<file path="config.mk">
export PLATFORM = sky130hd
export DESIGN_NAME = ooo_backend_top
export DESIGN_NICKNAME = d
export VERILOG_FILES = /design/src/rtl/ooo_pkg.sv /design/src/rtl/ooo_backend_top.sv /design/src/rtl/arch_regfile.sv /design/src/rtl/rename_map.sv /design/src/rtl/rob.sv
export SDC_FILE = /design/constraint.sdc
export NUM_CORES = 2
export LEC_CHECK = 0
export BUFFER_PORTS_ARGS = -buffer_cell sky130_fd_sc_hd__buf_2
export CORE_ASPECT_RATIO = 0.5
export CORE_MARGIN = 1.5
export CORE_UTILIZATION = 25
export CTS_CLUSTER_SIZE = 12
export DETAILED_ROUTE_END_ITERATION = 7
export MAX_ROUTING_LAYER = met4
export RECOVER_POWER = 25
export SETUP_SLACK_MARGIN = 0.5
export SLEW_MARGIN = 20
export SYNTH_ARGS = -nofsm -noshare
export SYNTH_HDL_FRONTEND = slang
export SYNTH_HIERARCHICAL = 1
export SYNTH_SLANG_ARGS = --single-unit
</file>
<file path="constraint.sdc">
create_clock -name clock -period 16.1 [get_ports clock]
set_clock_uncertainty 0.1 [all_clocks]
set_input_delay 4.83 -clock clock [delete_from_list [all_inputs] [get_ports clock]]
set_output_delay 4.83 -clock clock [all_outputs]
set_load 0.02 [all_outputs]
</file>
<file path="src/rtl/ooo_pkg.sv">
// shared types for the commit back end; words are 32 bits and there are 32 architectural registers
package ooo_pkg;

    //////////////////////////////////////////////////////////////////////
    // data and register types
    //////////////////////////////////////////////////////////////////////

    // data values and pcs
    typedef logic [31:0] word_t;

    // architectural register index, register 0 is never written
    typedef logic [4:0] reg_idx_t;

    localparam reg_idx_t zero_reg = 5'd0;

    //////////////////////////////////////////////////////////////////////
    // enums
    //////////////////////////////////////////////////////////////////////

    // what the rob must do at retire
    typedef enum logic [1:0] {
        kind_alu    = 2'd0,
        kind_branch = 2'd1,
        kind_halt   = 2'd2
    } inst_kind_t;

    // life of one rob entry
    // free -> issued at dispatch, issued -> done on the cdb, done -> free at retire
    typedef enum logic [1:0] {
        st_free   = 2'd0,
        st_issued = 2'd1,
        st_done   = 2'd2
    } entry_state_t;

endpackage
</file>
<file path="src/rtl/ooo_backend_top.sv">
// dispatch and cdb are strobes without back-pressure; halt must be dispatched with dest 0
`timescale 1ns/1ns

module ooo_backend_top #(
    parameter int rob_depth = 8,
    localparam int tag_w = $clog2(rob_depth)
) (
    input  logic                clock,
    input  logic                reset,
    input  logic                dispatch_valid,
    input  ooo_pkg::inst_kind_t dispatch_kind,
    input  ooo_pkg::word_t      dispatch_pc,
    input  ooo_pkg::reg_idx_t   dispatch_dest,
    input  logic                dispatch_pred_taken,
    input  ooo_pkg::reg_idx_t   src_a,
    input  ooo_pkg::reg_idx_t   src_b,
    input  logic                cdb_valid,
    input  logic [tag_w-1:0]    cdb_tag,
    input  ooo_pkg::word_t      cdb_value,
    input  logic                cdb_taken,
    input  ooo_pkg::word_t      cdb_target,
    output logic                full,
    output logic                retire_valid,
    output ooo_pkg::reg_idx_t   retire_dest,
    output ooo_pkg::word_t      retire_value,
    output logic                squash,
    output ooo_pkg::word_t      redirect_pc,
    output logic                halt,
    output ooo_pkg::word_t      opnd_a,
    output ooo_pkg::word_t      opnd_b,
    output logic                opnd_a_ready,
    output logic                opnd_b_ready
);
    import ooo_pkg::*;

    logic [tag_w-1:0] rob_tail;
    logic [tag_w-1:0] rob_head;
    logic [tag_w-1:0] look_tag_a;
    logic [tag_w-1:0] look_tag_b;
    logic             look_ready_a;
    logic             look_ready_b;
    word_t            look_value_a;
    word_t            look_value_b;
    reg_idx_t         rf_addr_a;
    reg_idx_t         rf_addr_b;
    word_t            rd_a;
    word_t            rd_b;

    rob #(.rob_depth(rob_depth)) rob0 (
        .clock               (clock),
        .reset               (reset),
        .dispatch_valid      (dispatch_valid),
        .dispatch_kind       (dispatch_kind),
        .dispatch_pc         (dispatch_pc),
        .dispatch_dest       (dispatch_dest),
        .dispatch_pred_taken (dispatch_pred_taken),
        .cdb_valid           (cdb_valid),
        .cdb_tag             (cdb_tag),
        .cdb_value           (cdb_value),
        .cdb_taken           (cdb_taken),
        .cdb_target          (cdb_target),
        .look_tag_a          (look_tag_a),
        .look_tag_b          (look_tag_b),
        .rob_tail            (rob_tail),
        .rob_head            (rob_head),
        .full                (full),
        .retire_valid        (retire_valid),
        .retire_dest         (retire_dest),
        .retire_value        (retire_value),
        .squash              (squash),
        .redirect_pc         (redirect_pc),
        .halt                (halt),
        .look_ready_a        (look_ready_a),
        .look_ready_b        (look_ready_b),
        .look_value_a        (look_value_a),
        .look_value_b        (look_value_b)
    );

    rename_map #(.rob_depth(rob_depth)) map0 (
        .clock          (clock),
        .reset          (reset),
        .dispatch_valid (dispatch_valid),
        .dispatch_dest  (dispatch_dest),
        .rob_tail       (rob_tail),
        .src_a          (src_a),
        .src_b          (src_b),
        .retire_valid   (retire_valid),
        .retire_dest    (retire_dest),
        .rob_head       (rob_head),
        .squash         (squash),
        .look_ready_a   (look_ready_a),
        .look_ready_b   (look_ready_b),
        .look_value_a   (look_value_a),
        .look_value_b   (look_value_b),
        .rd_a           (rd_a),
        .rd_b           (rd_b),
        .look_tag_a     (look_tag_a),
        .look_tag_b     (look_tag_b),
        .rf_addr_a      (rf_addr_a),
        .rf_addr_b      (rf_addr_b),
        .opnd_a         (opnd_a),
        .opnd_b         (opnd_b),
        .opnd_a_ready   (opnd_a_ready),
        .opnd_b_ready   (opnd_b_ready)
    );

    arch_regfile rf0 (
        .clock     (clock),
        .reset     (reset),
        .we        (retire_valid),
        .wr_addr   (retire_dest),
        .wr_data   (retire_value),
        .rf_addr_a (rf_addr_a),
        .rf_addr_b (rf_addr_b),
        .rd_a      (rd_a),
        .rd_b      (rd_b)
    );

endmodule

</file>
<file path="src/rtl/arch_regfile.sv">
// reads have no write bypass; a value retiring this cycle must come through the rob
`timescale 1ns/1ns

module arch_regfile (
    input  logic              clock,
    input  logic              reset,
    input  logic              we,
    input  ooo_pkg::reg_idx_t wr_addr,
    input  ooo_pkg::word_t    wr_data,
    input  ooo_pkg::reg_idx_t rf_addr_a,
    input  ooo_pkg::reg_idx_t rf_addr_b,
    output ooo_pkg::word_t    rd_a,
    output ooo_pkg::word_t    rd_b
);
    import ooo_pkg::*;

    word_t regs [32];

    // committed state, all zero out of reset
    always_ff @(posedge clock) begin
        if (reset) begin
            for (int i = 0; i < 32; i++) begin
                regs[i] <= '0;
            end
        end else if (we && (wr_addr != zero_reg)) begin
            regs[wr_addr] <= wr_data;
        end
    end

    // register 0 is hardwired
    assign rd_a = (rf_addr_a == zero_reg) ? '0 : regs[rf_addr_a];
    assign rd_b = (rf_addr_b == zero_reg) ? '0 : regs[rf_addr_b];

endmodule

</file>
<file path="src/rtl/rename_map.sv">
// records every dispatch with a nonzero dest, so halt must be dispatched with dest 0
`timescale 1ns/1ns

module rename_map #(
    parameter int rob_depth = 8,
    localparam int tag_w = $clog2(rob_depth)
) (
    input  logic              clock,
    input  logic              reset,
    input  logic              dispatch_valid,
    input  ooo_pkg::reg_idx_t dispatch_dest,
    input  logic [tag_w-1:0]  rob_tail,
    input  ooo_pkg::reg_idx_t src_a,
    input  ooo_pkg::reg_idx_t src_b,
    input  logic              retire_valid,
    input  ooo_pkg::reg_idx_t retire_dest,
    input  logic [tag_w-1:0]  rob_head,
    input  logic              squash,
    input  logic              look_ready_a,
    input  logic              look_ready_b,
    input  ooo_pkg::word_t    look_value_a,
    input  ooo_pkg::word_t    look_value_b,
    input  ooo_pkg::word_t    rd_a,
    input  ooo_pkg::word_t    rd_b,
    output logic [tag_w-1:0]  look_tag_a,
    output logic [tag_w-1:0]  look_tag_b,
    output ooo_pkg::reg_idx_t rf_addr_a,
    output ooo_pkg::reg_idx_t rf_addr_b,
    output ooo_pkg::word_t    opnd_a,
    output ooo_pkg::word_t    opnd_b,
    output logic              opnd_a_ready,
    output logic              opnd_b_ready
);
    import ooo_pkg::*;

    logic             pending [32];
    logic [tag_w-1:0] map_tag [32];
    logic             record;
    logic             release_ok;

    // picks the operand source, result is {ready, value}
    function automatic logic [32:0] resolve(reg_idx_t src, logic busy, logic look_ready,
                                            word_t look_value, word_t rf_value);
        logic [32:0] result;
        if (src == zero_reg) begin
            result = {1'b1, 32'd0};
        end else if (!busy) begin
            result = {1'b1, rf_value};
        end else begin
            result = {look_ready, look_value};
        end
        return result;
    endfunction

    assign record = dispatch_valid && (dispatch_dest != zero_reg);

    // only the youngest writer may clear the entry
    assign release_ok = retire_valid && pending[retire_dest] && (map_tag[retire_dest] == rob_head);

    // dispatch recording is last so it wins over a release
    always_ff @(posedge clock) begin
        if (reset || squash) begin
            for (int i = 0; i < 32; i++) begin
                pending[i] <= 1'b0;
            end
        end else begin
            if (release_ok) begin
                pending[retire_dest] <= 1'b0;
            end
            if (record) begin
                pending[dispatch_dest] <= 1'b1;
            end
        end
    end

    always_ff @(posedge clock) begin
        if (record) begin
            map_tag[dispatch_dest] <= rob_tail;
        end
    end

    assign look_tag_a = map_tag[src_a];
    assign look_tag_b = map_tag[src_b];
    assign rf_addr_a  = src_a;
    assign rf_addr_b  = src_b;

    assign {opnd_a_ready, opnd_a} = resolve(src_a, pending[src_a], look_ready_a, look_value_a, rd_a);
    assign {opnd_b_ready, opnd_b} = resolve(src_b, pending[src_b], look_ready_b, look_value_b, rd_b);

endmodule

</file>
<file path="src/rtl/rob.sv">
// rob_depth must be a power of two; no dispatch while full, halt entries are dispatched already done
`timescale 1ns/1ns

module rob #(
    parameter int rob_depth = 8,
    localparam int tag_w = $clog2(rob_depth)
) (
    input  logic                clock,
    input  logic                reset,
    input  logic                dispatch_valid,
    input  ooo_pkg::inst_kind_t dispatch_kind,
    input  ooo_pkg::word_t      dispatch_pc,
    input  ooo_pkg::reg_idx_t   dispatch_dest,
    input  logic                dispatch_pred_taken,
    input  logic                cdb_valid,
    input  logic [tag_w-1:0]    cdb_tag,
    input  ooo_pkg::word_t      cdb_value,
    input  logic                cdb_taken,
    input  ooo_pkg::word_t      cdb_target,
    input  logic [tag_w-1:0]    look_tag_a,
    input  logic [tag_w-1:0]    look_tag_b,
    output logic [tag_w-1:0]    rob_tail,
    output logic [tag_w-1:0]    rob_head,
    output logic                full,
    output logic                retire_valid,
    output ooo_pkg::reg_idx_t   retire_dest,
    output ooo_pkg::word_t      retire_value,
    output logic                squash,
    output ooo_pkg::word_t      redirect_pc,
    output logic                halt,
    output logic                look_ready_a,
    output logic                look_ready_b,
    output ooo_pkg::word_t      look_value_a,
    output ooo_pkg::word_t      look_value_b
);
    import ooo_pkg::*;

    // entry fields
    entry_state_t     state   [rob_depth];
    inst_kind_t       kind    [rob_depth];
    word_t            pc      [rob_depth];
    reg_idx_t         dest    [rob_depth];
    logic             pred    [rob_depth];
    logic             mispred [rob_depth];
    word_t            value   [rob_depth];
    word_t            target  [rob_depth];

    logic [tag_w-1:0] head;
    logic [tag_w-1:0] tail;
    logic [tag_w:0]   count;
    logic             cdb_hit;

    assign rob_head = head;
    assign rob_tail = tail;
    assign full     = (count == (tag_w + 1)'(rob_depth));

    // late or stale completions are dropped
    assign cdb_hit = cdb_valid && (state[cdb_tag] == st_issued);

    //////////////////////////////////////////////////////////////////////
    // retire from the head
    //////////////////////////////////////////////////////////////////////

    assign retire_valid = (state[head] == st_done);
    assign retire_dest  = dest[head];
    assign retire_value = value[head];
    assign squash       = retire_valid && (kind[head] == kind_branch) && mispred[head];
    assign redirect_pc  = target[head];
    assign halt         = retire_valid && (kind[head] == kind_halt);

    // operand lookups for the rename map
    assign look_ready_a = (state[look_tag_a] == st_done);
    assign look_ready_b = (state[look_tag_b] == st_done);
    assign look_value_a = value[look_tag_a];
    assign look_value_b = value[look_tag_b];

    //////////////////////////////////////////////////////////////////////
    // pointers, count and entry state
    //////////////////////////////////////////////////////////////////////

    always_ff @(posedge clock) begin
        if (reset || squash) begin
            head  <= '0;
            tail  <= '0;
            count <= '0;
            for (int i = 0; i < rob_depth; i++) begin
                state[i] <= st_free;
            end
        end else begin
            if (retire_valid) begin
                state[head] <= st_free;
                head        <= head + tag_w'(1);
            end
            if (cdb_hit) begin
                state[cdb_tag] <= st_done;
            end
            // halt needs no execution
            if (dispatch_valid) begin
                state[tail] <= (dispatch_kind == kind_halt) ? st_done : st_issued;
                tail        <= tail + tag_w'(1);
            end
            case ({dispatch_valid, retire_valid})
                2'b10:   count <= count + (tag_w + 1)'(1);
                2'b01:   count <= count - (tag_w + 1)'(1);
                default: count <= count;
            endcase
        end
    end

    // payload fields
    always_ff @(posedge clock) begin
        if (dispatch_valid) begin
            kind[tail]  <= dispatch_kind;
            pc[tail]    <= dispatch_pc;
            dest[tail]  <= (dispatch_kind == kind_halt) ? zero_reg : dispatch_dest;
            pred[tail]  <= dispatch_pred_taken;
            value[tail] <= '0;
        end
        if (cdb_hit) begin
            value[cdb_tag]   <= cdb_value;
            mispred[cdb_tag] <= (cdb_taken != pred[cdb_tag]);
            // resolved next pc, fall through when not taken
            target[cdb_tag]  <= cdb_taken ? cdb_target : pc[cdb_tag] + 32'd4;
        end
    end

    // a dispatch into a full buffer would overwrite the unretired head
    a_no_dispatch_full: assert property (@(posedge clock) disable iff (reset)
        dispatch_valid |-> !full);

    // the cdb must only name tags that are still in flight
    a_no_cdb_to_free: assert property (@(posedge clock) disable iff (reset)
        cdb_valid |-> (state[cdb_tag] != st_free));

endmodule

</file>
==> summary.txt <==
Route
  – Number of vias per cell: 5.24
  – WL final: between 300000 and 400000 um
  – Antenna viol nets, final: 0
  – DRT iter0 DRCs: 8770
  – WL per Instance: 29.8 um
  – DRC: 0
  – Via count of the routed design: 64300
  – DR pass1 iterations: 8

Logic synthesis
  – Synthesized flop and latch total: 2021
  – Synth Instances: 6491
  – Sequential share of the synthesized area: 0.583
  – Share of the synthesized area in the top cell type: 0.574
  – Synth warn: 6
  – Synthesized area per cell: 15.9 um^2
  – Post-synth top area cell: edfxtp_1
  – Number of flops mapped to enable cells by yosys: 1976
  – Area contributors post-synth: edfxtp_1 57%, mux4_2 18%, and2_1 7.6%
  – Post-synthesis cell type count: between 80 and 90
  – Synthesized area: 103000 um^2
  – Ys flop type: edfxtp_1
  – Post-synth ARST share: 0

Setup path
  – Crit path max-delay cell type: buf_4
  – Worst setup SP type: input pin
  – Worst Path Buf+Inv: 4
  – Most numerous cell on the critical path: buf_4
  – Crit path kind: in -> out
  – Critical path cell sequence: buf_8 -> buf_4 -> buf_4 -> mux4_2 -> o22ai_1 -> nor3_1 -> mux2i_1 -> nor2_1 -> buf_2
  – WP data required: between 10 and 15 ns
  – Arrival @ worst endpoint: 9.37 ns
  – CP peak stage delay: ~0.80 ns
  – Crit end category: primary output
  – CP top delay family: buffers and inverters
  – CP max FO: just under 50

Die
  – Ports: roughly 260
  – Die H: between 400 and 500 um
  – Core Area: 410000 um^2
  – Starting Density: 0.252
  – Die W: 912 um
  – Die ar.: 417000 um^2
  – Num rows: 166

Timing
  – Tcrit/Tclk final: 0.888
  – Max Fclk: 69.9 MHz
  – Slew Limit Headroom: -1.32
  – Endpoints failing setup: 0
  – Fin. Hold Viols: 0
  – Setup TNS Final: 0 ns
  – Tightest Pin Transition: 3.47 ns
  – WHS: around 0.38 ns
  – Tmin final: 14.30 ns
  – Max Slew Vio Count: 560
  – RSZ-0062 raised after global routing: no

Finish
  – Share of layout cells above drive strength 1: 0.279
  – Multi-input logic area: 40700 um^2
  – Seq. cell area: 60200 um^2
  – Final core utilization: 0.286
  – Fillers: 40500
  – Area delta synth->final: 13.6%
  – Nets: 6757

Min path
  – Hold crit path type: reg -> reg

Power
  – Worst VDD drop: 0.0873 mV
  – PD cells: 108 nW/um^2
  – Pleak: slightly below 40 nW

GRT
  – GR Overflow Total: 0
  – First-pass GRT wire length: 503000 um
  – Tot GR Track Use: 0.173
  – Initial antenna violation count: 80
  – Largest net degree at the start of global routing: 125
  – Vias in the first global route: roughly 63000

Clocking
  – Clk_lat worst skew: between 0.9 and 1 ns
  – CTS Hold Buffers Added: 0
  – Root Buffer: clkbuf_16
  – Setup bufs post-CTS: 0
  – Clock Tree Buf Depth: 4
  – PostCTS Resize Cnt: 0
  – CTS clk-pin slew, worst paths: roughly 0.06 ns
  – Clk sink count: 2021
  – CTS Buf Count: approximately 220
  – Htree depth: 4
  – Clock tree from TritonCTS: yes

Placed design
  – Placer Congestion: ~0.90
  – Port Buffers: 260
  – DP HPWL: 228000 um

Run
  – Max-Cap Viols: 15

Status
  – Failing checks: capacitance limit, slew limit
  – Run status: finished with violations
==> cells in the final DEF (no fill, tap or decap), types with 62 or more instances in the layout <==
cell type | synthesis | layout
mux4_2 | 841 | 841
edfxtp_1 | 1976 | 1976
buf_2 | 84 | 216
mux2_2 | 191 | 187
o21ai_0 | 63 | 62
o22ai_1 | 147 | 147
nor3_1 | 81 | 80
clkbuf_16 | 0 | 219
buf_4 | 52 | 199
clkbuf_1 | 368 | 128
nand2_1 | 87 | 87
and2_0 | 2 | 69
nor2_1 | 218 | 184
mux2i_1 | 340 | 339
and2_1 | 1261 | 1193
==> kinds of logic (layout without fill, tap and decap cells) <==
kind of cell	count (synthesis)	count (layout)	share of synthesized area
adders and majority gates	4	4	0.000484
and+or+nand+nor	1916	1916	0.111
buffers and inverters	624	875	0.0283
other	2	68	0.0000727
xor gates and xnor gates	25	25	0.00212
DFF	2021	2021	0.583
AOI/OAI and AO/OA	521	521	0.0366
muxes	1378	1378	0.238
==> metal layers <==
layer / routed length, um / GRT usage / up-vias
met2: 172000 / 0.275 / 3681
met5: 0 / - / -
li1: - / - / 25800
met3: 31900 / 0.0298 / 792
met4: 22200 / 0.0890 / 0
met1: 139000 / 0.212 / 34000
==> state kept, by name (all words and copies together) (netlist names), named ones only <==
signal / cells
rob0/pred: 8
rob0/state: 16
rob0/mispred: 8
rob0/target: 256
rob0/pc: 256
rob0/rob_tail: 3
rob0/rob_head: 3
map0/map_tag: 96
rob0/value: 256
rob0/kind: 16
rob0/count: 4
map0/pending: 32
rob0/dest: 40
rf0/regs: 1024
==> stage by stage <==
| step | worst slack (ns) | area [um^2] | instances | power, mW |
|---|---|---|---|---|
| global placement | 1.88 | 111000 | 11900 | 8.01 |
| detailed placement | 1.96 | 111000 | 11900 | 8.03 |
| global route | 1.75 | 117000 | 12300 | 13.0 |
| finish | 1.80 | 117000 | 12300 | 12.6 |
| floorplan | 2.36 | 103000 | 6524 | 7.28 |
| CTS | 1.95 | 117000 | 12200 | 12.7 |
==> synth_stat cells (all sizes together) (45+ instances only) <==
| library cell | n |
|---|---|
| a22o | 51 |
| a2111oi | 55 |
| a21oi | 78 |
| mux2 | 193 |
| mux2i | 340 |
| edfxtp | 1976 |
| o21ai | 70 |
| nor3 | 82 |
| and2 | 1263 |
| dfxtp | 45 |
| nand2 | 87 |
| o22ai | 148 |
| clkbuf | 368 |
| nor2 | 218 |
| mux4 | 845 |
| buf | 238 |
==> final timing paths <==
check / slack (ns) / from / depth (start not counted) / end
hold reg to reg: 0.38 / map0/pending[0] / 2 / map0/pending[0]
hold / removal: 0.38 / map0/pending[0] / 2 / map0/pending[0]
setup / recovery: 1.80 / src_a[1] / 9 / opnd_a[4]
setup reg to reg: 9.84 / register / 8 / rf0/regs[25][31]
==> report_power, final <==
group / total (mW) / internal, mW / switching, mW
Combinational: 1.89 / 0.668 / 1.22
Sequential: 6.04 / 5.94 / 0.0979
Clock: 4.69 / 2.61 / 2.08
Total: 12.6 / 9.22 / 3.40
==> cell type report <==
class	count	share of cell area
flip-flops and latches	2021	0.514
multi-input cells	3879	0.347
well taps	5460	0.0582
clock buffers	283	0.0488
repair buffers	495	0.0263
clock inverters	79	0.00515
diodes	33	0.000704
inverters	18	0.000576
==> tightest hold or removal path: cells and delay by family, from the launching register on <==
family          cells  cell delay, ns
simple gates        1            0.07
compound gates      1            0.03
flops               1            0.33
No activity file was read; power rests on OpenSTA's default activity.
